`src/lsu_pkg.sv`:
```
package lsu_pkg;

    // ########################################
    // Memory map and response codes
    // ########################################

    localparam logic [31:0] SRAM_BASE   = 32'h8000_0000;
    localparam int          SRAM_WORDS  = 256;
    localparam int          SRAM_AW     = 8;
    localparam logic [1:0]  RESP_OKAY   = 2'b00;
    localparam logic [1:0]  RESP_SLVERR = 2'b10;

    // ########################################
    // Operations and FSM states
    // ########################################

    typedef enum logic [3:0] {
        OP_NONE = 4'd0,
        OP_LB   = 4'd1,
        OP_LH   = 4'd2,
        OP_LW   = 4'd3,
        OP_LBU  = 4'd4,
        OP_LHU  = 4'd5,
        OP_SB   = 4'd6,
        OP_SH   = 4'd7,
        OP_SW   = 4'd8
    } mem_op_e;

    typedef enum logic [2:0] {
        IDLE    = 3'd0,
        RD_ADDR = 3'd1,
        RD_DATA = 3'd2,
        WR_REQ  = 3'd3,
        WR_RESP = 3'd4,
        DONE    = 3'd5
    } lsu_state_e;

    // ########################################
    // Bundles
    // ########################################

    typedef struct packed {
        mem_op_e     op;
        logic [31:0] addr;
        logic [31:0] wdata;
        logic [4:0]  rd;
    } lsu_req_t;

    typedef struct packed {
        logic [31:0] rdata;
        logic [4:0]  rd;
        logic        fault;
    } lsu_res_t;

    typedef struct packed {
        logic [31:0] addr;
    } axi_aw_t;

    typedef struct packed {
        logic [31:0] data;
        logic [3:0]  strb;
    } axi_w_t;

    typedef struct packed {
        logic [31:0] data;
        logic [1:0]  resp;
    } axi_r_t;

    typedef struct packed {
        logic [1:0] resp;
    } axi_b_t;

    function automatic logic is_load(input mem_op_e op);
        return op inside {OP_LB, OP_LH, OP_LW, OP_LBU, OP_LHU};
    endfunction

    function automatic logic is_store(input mem_op_e op);
        return op inside {OP_SB, OP_SH, OP_SW};
    endfunction

endpackage
```
`src/lsu_ctrl.sv`:
```
`timescale 1ns/1ps

module lsu_ctrl
    import lsu_pkg::*;
(
    input  logic        clk,
    input  logic        rst,

    input  logic        req_valid,
    input  lsu_req_t    req,
    output logic        req_ready,

    output logic        res_valid,
    output lsu_res_t    res,
    input  logic        res_ready,

    output logic        awvalid,
    output axi_aw_t     aw,
    input  logic        awready,
    output logic        wvalid,
    output axi_w_t      w,
    input  logic        wready,
    input  logic        bvalid,
    input  axi_b_t      b,
    output logic        bready,
    output logic        arvalid,
    output logic [31:0] araddr,
    input  logic        arready,
    input  logic        rvalid,
    input  axi_r_t      r,
    output logic        rready
);

    lsu_state_e  state;
    lsu_state_e  state_next;
    lsu_req_t    req_q;
    lsu_res_t    res_q;
    logic        aw_done;
    logic        w_done;
    logic        aw_hs;
    logic        w_hs;
    logic        wr_sent;
    logic [31:0] load_value;

    // ########################################
    // Channel drive, all from state.
    // ########################################

    assign req_ready = (state == IDLE);
    assign res_valid = (state == DONE);
    assign res       = res_q;
    assign arvalid   = (state == RD_ADDR);
    assign araddr    = req_q.addr;
    assign rready    = (state == RD_DATA);
    assign awvalid   = (state == WR_REQ) && !aw_done;
    assign wvalid    = (state == WR_REQ) && !w_done;
    assign aw.addr   = req_q.addr;
    assign bready    = (state == WR_RESP);

    assign aw_hs   = awvalid && awready;
    assign w_hs    = wvalid && wready;
    assign wr_sent = (aw_done || aw_hs) && (w_done || w_hs); // Both write channels are through.

    lsu_store_align store_align_inst (
        .op       (req_q.op),
        .addr_off (req_q.addr[1:0]),
        .wdata    (req_q.wdata),
        .w        (w)
    );

    lsu_load_extend load_extend_inst (
        .op       (req_q.op),
        .addr_off (req_q.addr[1:0]),
        .word     (r.data),
        .value    (load_value)
    );

    always_comb begin
        state_next = state;
        case (state)
            IDLE: begin
                if (req_valid) begin
                    if (is_load(req.op)) begin
                        state_next = RD_ADDR;
                    end else if (is_store(req.op)) begin
                        state_next = WR_REQ;
                    end else begin
                        state_next = DONE;
                    end
                end
            end
            RD_ADDR: if (arready) state_next = RD_DATA;
            RD_DATA: if (rvalid) state_next = DONE;
            WR_REQ: if (wr_sent) state_next = WR_RESP;
            WR_RESP: if (bvalid) state_next = DONE;
            DONE: if (res_ready) state_next = IDLE;
            default: state_next = IDLE;
        endcase
    end

    always_ff @(posedge clk or posedge rst) begin
        if (rst) begin
            state   <= IDLE;
            aw_done <= 1'b0;
            w_done  <= 1'b0;
        end else begin
            state <= state_next;
            if (state == WR_REQ && state_next != WR_REQ) begin
                aw_done <= 1'b0;
                w_done  <= 1'b0;
            end else begin
                if (aw_hs) aw_done <= 1'b1;
                if (w_hs) w_done <= 1'b1;
            end
        end
    end

    // Request copy and result register.
    always_ff @(posedge clk) begin
        if (req_valid && req_ready) begin
            req_q       <= req;
            res_q.rd    <= req.rd;
            res_q.fault <= 1'b0;
            if (is_load(req.op) || is_store(req.op)) begin
                res_q.rdata <= 32'b0;
            end else begin
                res_q.rdata <= req.addr; // Pass-through returns its address.
            end
        end
        if (rvalid && rready) begin
            res_q.rdata <= load_value;
            res_q.fault <= (r.resp != RESP_OKAY);
        end
        if (bvalid && bready) begin
            res_q.fault <= (b.resp != RESP_OKAY);
        end
    end

endmodule

```
`src/lsu_load_extend.sv`:
```
`timescale 1ns/1ps

module lsu_load_extend
    import lsu_pkg::*;
(
    input  mem_op_e     op,
    input  logic [1:0]  addr_off,
    input  logic [31:0] word,
    output logic [31:0] value
);

    logic [31:0] shifted;

    assign shifted = word >> {addr_off, 3'b000}; // Bring the addressed byte to bit 0.

    always_comb begin
        case (op)
            OP_LB: begin
                value = {{24{shifted[7]}}, shifted[7:0]};
            end
            OP_LH: begin
                value = {{16{shifted[15]}}, shifted[15:0]};
            end
            OP_LBU: begin
                value = {24'b0, shifted[7:0]};
            end
            OP_LHU: begin
                value = {16'b0, shifted[15:0]};
            end
            default: begin
                value = shifted; // LW keeps the whole word.
            end
        endcase
    end

endmodule

```
`src/lsu_store_align.sv`:
```
`timescale 1ns/1ps

module lsu_store_align
    import lsu_pkg::*;
(
    input  mem_op_e     op,
    input  logic [1:0]  addr_off,
    input  logic [31:0] wdata,
    output axi_w_t      w
);

    logic [4:0] shamt;

    assign shamt = {addr_off, 3'b000}; // Byte offset in bits.

    always_comb begin
        w.data = wdata << shamt;
        case (op)
            OP_SB: begin
                w.strb = 4'b0001 << addr_off;
            end
            OP_SH: begin
                w.strb = 4'b0011 << addr_off;
            end
            OP_SW: begin
                w.strb = 4'b1111 << addr_off;
            end
            default: begin
                w.strb = 4'b0000; // Nothing is written for loads or pass-through.
            end
        endcase
    end

endmodule

```
`config.mk`:
```
export PLATFORM = sky130hd
export DESIGN_NAME = lsu_ctrl
export DESIGN_NICKNAME = d
export VERILOG_FILES = /design/src/lsu_pkg.sv /design/src/lsu_ctrl.sv /design/src/lsu_load_extend.sv /design/src/lsu_store_align.sv
export SDC_FILE = /design/constraint.sdc
export NUM_CORES = 1
export LEC_CHECK = 0
export ABC_AREA = 1
export BUFFER_PORTS_ARGS = -buffer_cell sky130_fd_sc_hd__buf_2
export CAP_MARGIN = 20
export CORE_MARGIN = 2
export CORE_UTILIZATION = 40
export DETAILED_ROUTE_END_ITERATION = 8
export HOLD_SLACK_MARGIN = 0.08
export PLACE_DENSITY = 0.73
export SLEW_MARGIN = 20
export SYNTH_ARGS = -nofsm -noshare
export SYNTH_HDL_FRONTEND = slang
export SYNTH_SLANG_ARGS = --single-unit
```
`constraint.sdc`:
```
create_clock -name clk -period 2.8 [get_ports clk]
set_clock_uncertainty 0.15 [all_clocks]
set_input_delay 0.14 -clock clk [delete_from_list [all_inputs] [get_ports clk]]
set_output_delay 0.14 -clock clk [all_outputs]
set_load 0.01 [all_outputs]
```
# Word level (Yosys, flattened, before mapping)
# Index checks and enable logic that the tools add are counted.
# op_classes
eq_ne	21
shifts	5
mux	20
reduce_logical	23
# op_table
cell	n
$pmux 32 s4	1
$mux 32	2
$mux 38	1
$eq 4x3->1 const B	8
$shl 32x5->32	1
$shr 32x5->32	1
$mux 3	8
$pmux 3 s6	1
$eq 4x2->1 const B	3
$pmux 4 s3	1
$reduce_bool 2->1	5
$logic_and 1x1->1	9
$eq 4x1->1 const B	2
$eq 4x4->1 const B	2
$eq 3x2->1 const B	2
$eq 3x3->1 const B	2
$mux 1	6
$reduce_bool 3->1	2
$reduce_bool 5->1	1
$shl 1x2->4 const A	1
$shl 2x2->4 const A	1
$shl 4x2->4 const A	1
$eq 3x1->1 const B	1
$logic_not 3->1	1
other kinds (3)	6
# totals
regBits	111
in_bits	118

# Logic depth before layout (Yosys ltp)
# logic_depth
word_depth	10
mapped_depth	10
ltp_nobuf	8

# Hierarchy
# From an unflattened synthesis, not the netlist that was laid out.
# unflattened
hier_cells	676
hier_area_um2	6462.4
# by_module_without_submodules
mod	instances	cells_each	area_per_inst_um2
lsu_ctrl	1	350	4760.8
lsu_load_extend	1	195	1037.2
lsu_store_align	1	131	664.4

# Worst setup path before layout
# Ideal clock, no wire load.
# synth_timing
path_kind	register to register
from	register state[1]
to	register res_q (netlist bit res[10]), enable pin
arrival_ps	1614
t_required_ps	2261
path_slack_ps	647
stages_incl_launch_ff	7
path_buffers	1
path_cell_list	dfrtp_1 inv_1 nand3_1 nor2_1 buf_2 inv_1 nand2_1
# synth_via
elab_chain_len	3
word_cells_on_any_way	5
cone_classes	eq/ne (1); reduce/logical (4)
# synth_lines
item	line	source
start, declared	lsu_ctrl.sv:34	lsu_state_e state;
start signal, assigned	lsu_ctrl.sv:107	state <= state_next;
$eq 3x2->1 / $logic_not 3->1 (equally long branches)	lsu_ctrl.sv:54, lsu_ctrl.sv:49	
$logic_and 1x1->1 (on tied branches)	lsu_ctrl.sv:130, lsu_ctrl.sv:120	
$reduce_bool 2->1 (no line) *	-	
end, declared	lsu_ctrl.sv:37	lsu_res_t res_q;
# Every way passes the cells marked *; elsewhere a longest branch is shown, timed or not.
# A chain may end at the register's enable or synchronous reset.

# Worst setup path in the final report
# layout_timing
from	register state[0]
to	register res_q (netlist bit res[0]) (data pin)
# layout_via
elab_chain_len	4
word_cells_on_any_way	6
cone_classes	eq/ne (2); mux (2); reduce/logical (2)
# layout_lines
item	line	source
$eq 3x2->1	lsu_ctrl.sv:54	assign rready = (state == RD_DATA);
$logic_and 1x1->1	lsu_ctrl.sv:130	if (rvalid && rready) begin
$mux 1	lsu_ctrl.sv:130	
$mux 1 *	lsu_ctrl.sv:134	if (bvalid && bready) begin
# Marked as above.

==> impl_metrics.prom <==
# TYPE chip_impl_metric gauge
chip_impl_metric{name="clock_tree.buffer_depth",unit=""} 2
chip_impl_metric{name="critical_path.n_buffers_inverters",unit=""} 2
chip_impl_metric{name="firstDrtPassIters",unit=""} 5
chip_impl_metric{name="post-route-cell-area",unit="um^2"} 8240
chip_impl_metric{name="ant_nets",unit=""} 0
chip_impl_info{name="min_path_type",value="input pin to register"} 1
chip_impl_metric{name="flip_flop_and_latch_count_after_synthesis",unit=""} 111
chip_impl_metric{name="reg2regPathDepth",unit=""} 6
chip_impl_info{name="end_kind",value="register"} 1
chip_impl_metric{name="irDropWorstVdd",unit="mV"} 0.369
chip_impl_metric{name="antenna_found_initial",unit=""} 3
chip_impl_metric{name="synthArstFlopShare",unit=""} 0.0450
chip_impl_metric{name="clkSinkCount",unit=""} 111
chip_impl_metric{name="fin_tns_setup",unit="ns"} 0
chip_impl_metric{name="worstMarginPinSlew",unit="ns"} 0.585
chip_impl_metric{name="syn_avg_cell_area",unit="um^2"} 9.04
chip_impl_metric{name="post_synth_instance_area",unit="um^2"} 6060
chip_impl_info{name="layout_common_cells",value="262 x sky130_fd_sc_hd__buf_2, 186 x sky130_fd_sc_hd__nand2_1, 106 x sky130_fd_sc_hd__edfxtp_1"} 1
chip_impl_metric{name="floorplan.initialDensity",unit=""} 0.414
chip_impl_metric{name="vias",unit=""} 5464
chip_impl_info{name="cpLargestDelayFamily",value="buffers and inverters"} 1
chip_impl_metric{name="grt_usage",unit=""} 0.216
chip_impl_metric{name="finalMaxSlewViolations",unit=""} 0
chip_impl_metric{name="cts.reportedPaths.clkPinSlew",unit="ns"} 0.07
chip_impl_info{name="worst-setup-path-type",value="register to register"} 1
chip_impl_metric{name="synth_cells",unit=""} 670
chip_impl_metric{name="fp-row-count",unit=""} 44
chip_impl_metric{name="placeableCoreArea",unit="um^2"} 14600
chip_impl_metric{name="post-dp-hpwl",unit="um"} 12100
chip_impl_metric{name="mappedNetlistNets",unit=""} 788
chip_impl_info{name="crit_path_start",value="state[0]$_DFF_PP0_"} 1
chip_impl_metric{name="synth_seq_area_share",unit=""} 0.546
chip_impl_metric{name="h-tree-depth",unit=""} 3
chip_impl_metric{name="globalplace.congestion",unit=""} 0.862
chip_impl_metric{name="nets",unit=""} 1069
chip_impl_metric{name="synth_enable_flop_cells",unit=""} 106
chip_impl_metric{name="dieWidth",unit="um"} 127
chip_impl_info{name="reg2reg_to",value="res[0]$_DFFE_PP_"} 1
chip_impl_metric{name="wire_per_inst",unit="um"} 15.2
chip_impl_metric{name="yosys_warnings",unit=""} 0
chip_impl_info{name="setup_repair_after_global_routing_missed_its_margin",value="false"} 1
chip_impl_info{name="outcome",value="complete, no violations"} 1
chip_impl_metric{name="placement.cell_area",unit="um^2"} 7020
chip_impl_metric{name="grt_start_max_net_pins",unit=""} 61
chip_impl_metric{name="io_pins",unit=""} 263
chip_impl_info{name="crit-reg2reg-launch",value="state[0]$_DFF_PP0_"} 1
chip_impl_metric{name="regToRegSetupSlack",unit="ns"} 0.23
chip_impl_metric{name="flow.area_growth_from_synthesis",unit="%"} 36.0
chip_impl_metric{name="max_cap_viol_count",unit=""} 0
chip_impl_info{name="critPathLaunchType",value="register"} 1
chip_impl_metric{name="timing.fmax",unit="MHz"} 389
chip_impl_metric{name="port-buffer-count",unit=""} 262
chip_impl_metric{name="drive_gt1_frac",unit=""} 0.324
chip_impl_info{name="yosys_most_used_dff",value="sky130_fd_sc_hd__edfxtp_1"} 1
chip_impl_metric{name="clk_latency",unit="ns"} 0.35
chip_impl_metric{name="dr.first_iter.drc_count",unit=""} 254
chip_impl_metric{name="vias_in_the_first_global_route",unit=""} 5587
chip_impl_info{name="setup.worst_path.end",value="res[0]$_DFFE_PP_"} 1
chip_impl_metric{name="maxSlewHeadroom",unit=""} 0.610
chip_impl_metric{name="worst-path-max-fanout",unit=""} 5
chip_impl_metric{name="synth_cell_type_count",unit=""} 30
chip_impl_metric{name="cts_buffers",unit=""} 9
chip_impl_metric{name="fin_crit",unit="ns"} 2.57
chip_impl_metric{name="post_drt_via_cell_ratio",unit=""} 4.78
chip_impl_metric{name="fin_crit_share",unit=""} 0.918
chip_impl_info{name="path_common_cell",value="sky130_fd_sc_hd__dlygate4sd3_1"} 1
chip_impl_metric{name="number_of_filler_instances_in_the_final_layout",unit=""} 1297
chip_impl_metric{name="routed_wl",unit="um"} 17400
chip_impl_info{name="tritoncts",value="done"} 1
chip_impl_metric{name="p_leak",unit="nW"} 4.05
chip_impl_metric{name="cp_num_cells",unit=""} 6
chip_impl_metric{name="design.die.area",unit="um^2"} 16100
chip_impl_info{name="crit_path_cell_trace",value="nor3_2 > nand2_1 > nor3_1 > dlygate4sd3_1 > a21oi_1 > dlygate4sd3_1"} 1
chip_impl_metric{name="report.final.setup_viol",unit=""} 0
chip_impl_info{name="mostFrequentLayoutCell",value="sky130_fd_sc_hd__buf_2"} 1
chip_impl_metric{name="drc_errors",unit=""} 0
chip_impl_metric{name="die_h",unit="um"} 127
chip_impl_metric{name="crit_arrival",unit="ns"} 2.52
chip_impl_info{name="cts-root-buf",value="sky130_fd_sc_hd__clkbuf_16"} 1
chip_impl_info{name="crit_slowest_cell",value="sky130_fd_sc_hd__dlygate4sd3_1"} 1
chip_impl_metric{name="power_total",unit="mW"} 5.87
chip_impl_metric{name="hold_viol_final",unit=""} 0
chip_impl_metric{name="power.density_cell_area",unit="nW/um^2"} 713
chip_impl_metric{name="first_pass_grt_wire_length",unit="um"} 27400
chip_impl_metric{name="crit_path_max_incr_delay",unit="ns"} 0.58
chip_impl_metric{name="cp_data_required_time",unit="ns"} 2.75
chip_impl_metric{name="grt_overflow",unit=""} 0
## power breakdown
part	leakage (nW)	switching [mW]	internal, mW	total [mW]
clock	0.133	0.567	0.682	1.25
sequential	1.06	0.146	2.32	2.47
combinational	2.86	1.36	0.787	2.15
## routing by layer
layer,routed length [um],up-vias,part of all wire,track usage
met5,0,-,0,0
met4,352,0,0.020,0.0866
met3,1170,24,0.067,0.0486
met2,8730,219,0.50,0.385
met1,7140,2498,0.41,0.254
li1,-,2723,-,-
## worst register-to-register path: stages (launching register included)
cell                            delay (ns)
sky130_fd_sc_hd__dfrtp_1              0.44
sky130_fd_sc_hd__nor3_2               0.26
sky130_fd_sc_hd__nand2_1              0.14
sky130_fd_sc_hd__nor3_1               0.15
sky130_fd_sc_hd__dlygate4sd3_1        0.58
sky130_fd_sc_hd__a21oi_1              0.04
sky130_fd_sc_hd__dlygate4sd3_1        0.55
## worst min-delay path by stage
| stage | startpoint | slack (ns) | endpoint | cells after the start |
|---|---|---|---|---|
| CTS | r[15] | 0.11 | res[11]$_DFFE_PP_ | 5 |
| floorplan | rst | -0.23 | aw_done$_DFFE_PP0P_ | 1 |
| global route | r[15] | 0.15 | res[11]$_DFFE_PP_ | 5 |
| finish | r[10] | 0.12 | res[6]$_DFFE_PP_ | 5 |
| detailed placement | rst | -0.09 | aw_done$_DFFE_PP0P_ | 2 |
| global placement | rst | -0.09 | aw_done$_DFFE_PP0P_ | 2 |
## cells in the mapped netlist, drive strengths merged (4+ instances only)
library cell | number | area [um^2]
nand3 | 89 | 468
clkbuf | 4 | 15.0
nand2 | 189 | 717
dfrtp | 5 | 125
edfxtp | 106 | 3180
inv | 66 | 248
nor2 | 51 | 204
buf | 91 | 663
o211ai | 7 | 77.6
o21ai | 20 | 100
nor3 | 9 | 45.0
o22ai | 5 | 31.3
a22oi | 8 | 60.1
a21oi | 12 | 60.1
## flip-flops by register name, indices dropped and copies added, names as in the netlist
register and flops:
araddr 32, aw_done 1, req_q 36, res 38, state 3, w_done 1
## per-stage QoR
step           setup slack, ns  utilization  instances  hold WS, ns
4_1_cts                  0.189        0.562       1139        0.110
2_1_floorplan            0.647            -        670       -0.231
6_report                 0.229        0.562       1142        0.123
3_3_place_gp             0.682        0.480       1032      -0.0936
3_5_place_dp             0.639        0.480       1032      -0.0896
5_1_grt                  0.111        0.562       1141        0.153
## logic make-up (layout without fill, tap and decap cells)
family | Yosys count | in the layout | synth area share
simple gates | 341 | 341 | 0.240
buf+inv | 161 | 446 | 0.153
flops | 111 | 111 | 0.546
compound gates | 57 | 57 | 0.0609
other cells | 0 | 3 | 0
## area by class of cell
cell class,instances,area [um^2],area share
inverters,66,248,0.0301
well taps,184,230,0.0280
diodes,3,7.51,0.000912
flip-flops and latches,111,3310,0.402
repair buffers,365,2330,0.283
clock buffers,10,229,0.0278
clock inverters,5,50.0,0.00608
multi-input cells,398,1840,0.223
## timing repair
| item | 4_1_cts | 5_1_grt |
|---|---|---|
| resized for setup | 0 | 1 |
| setup endpoints to repair | 0 | 1 |
| hold endpoints to repair | 125 | 0 |
| setup buffers | 0 | 0 |
| hold buffers | 92 | 0 |
No activity file was read; power rests on OpenSTA's default activity.
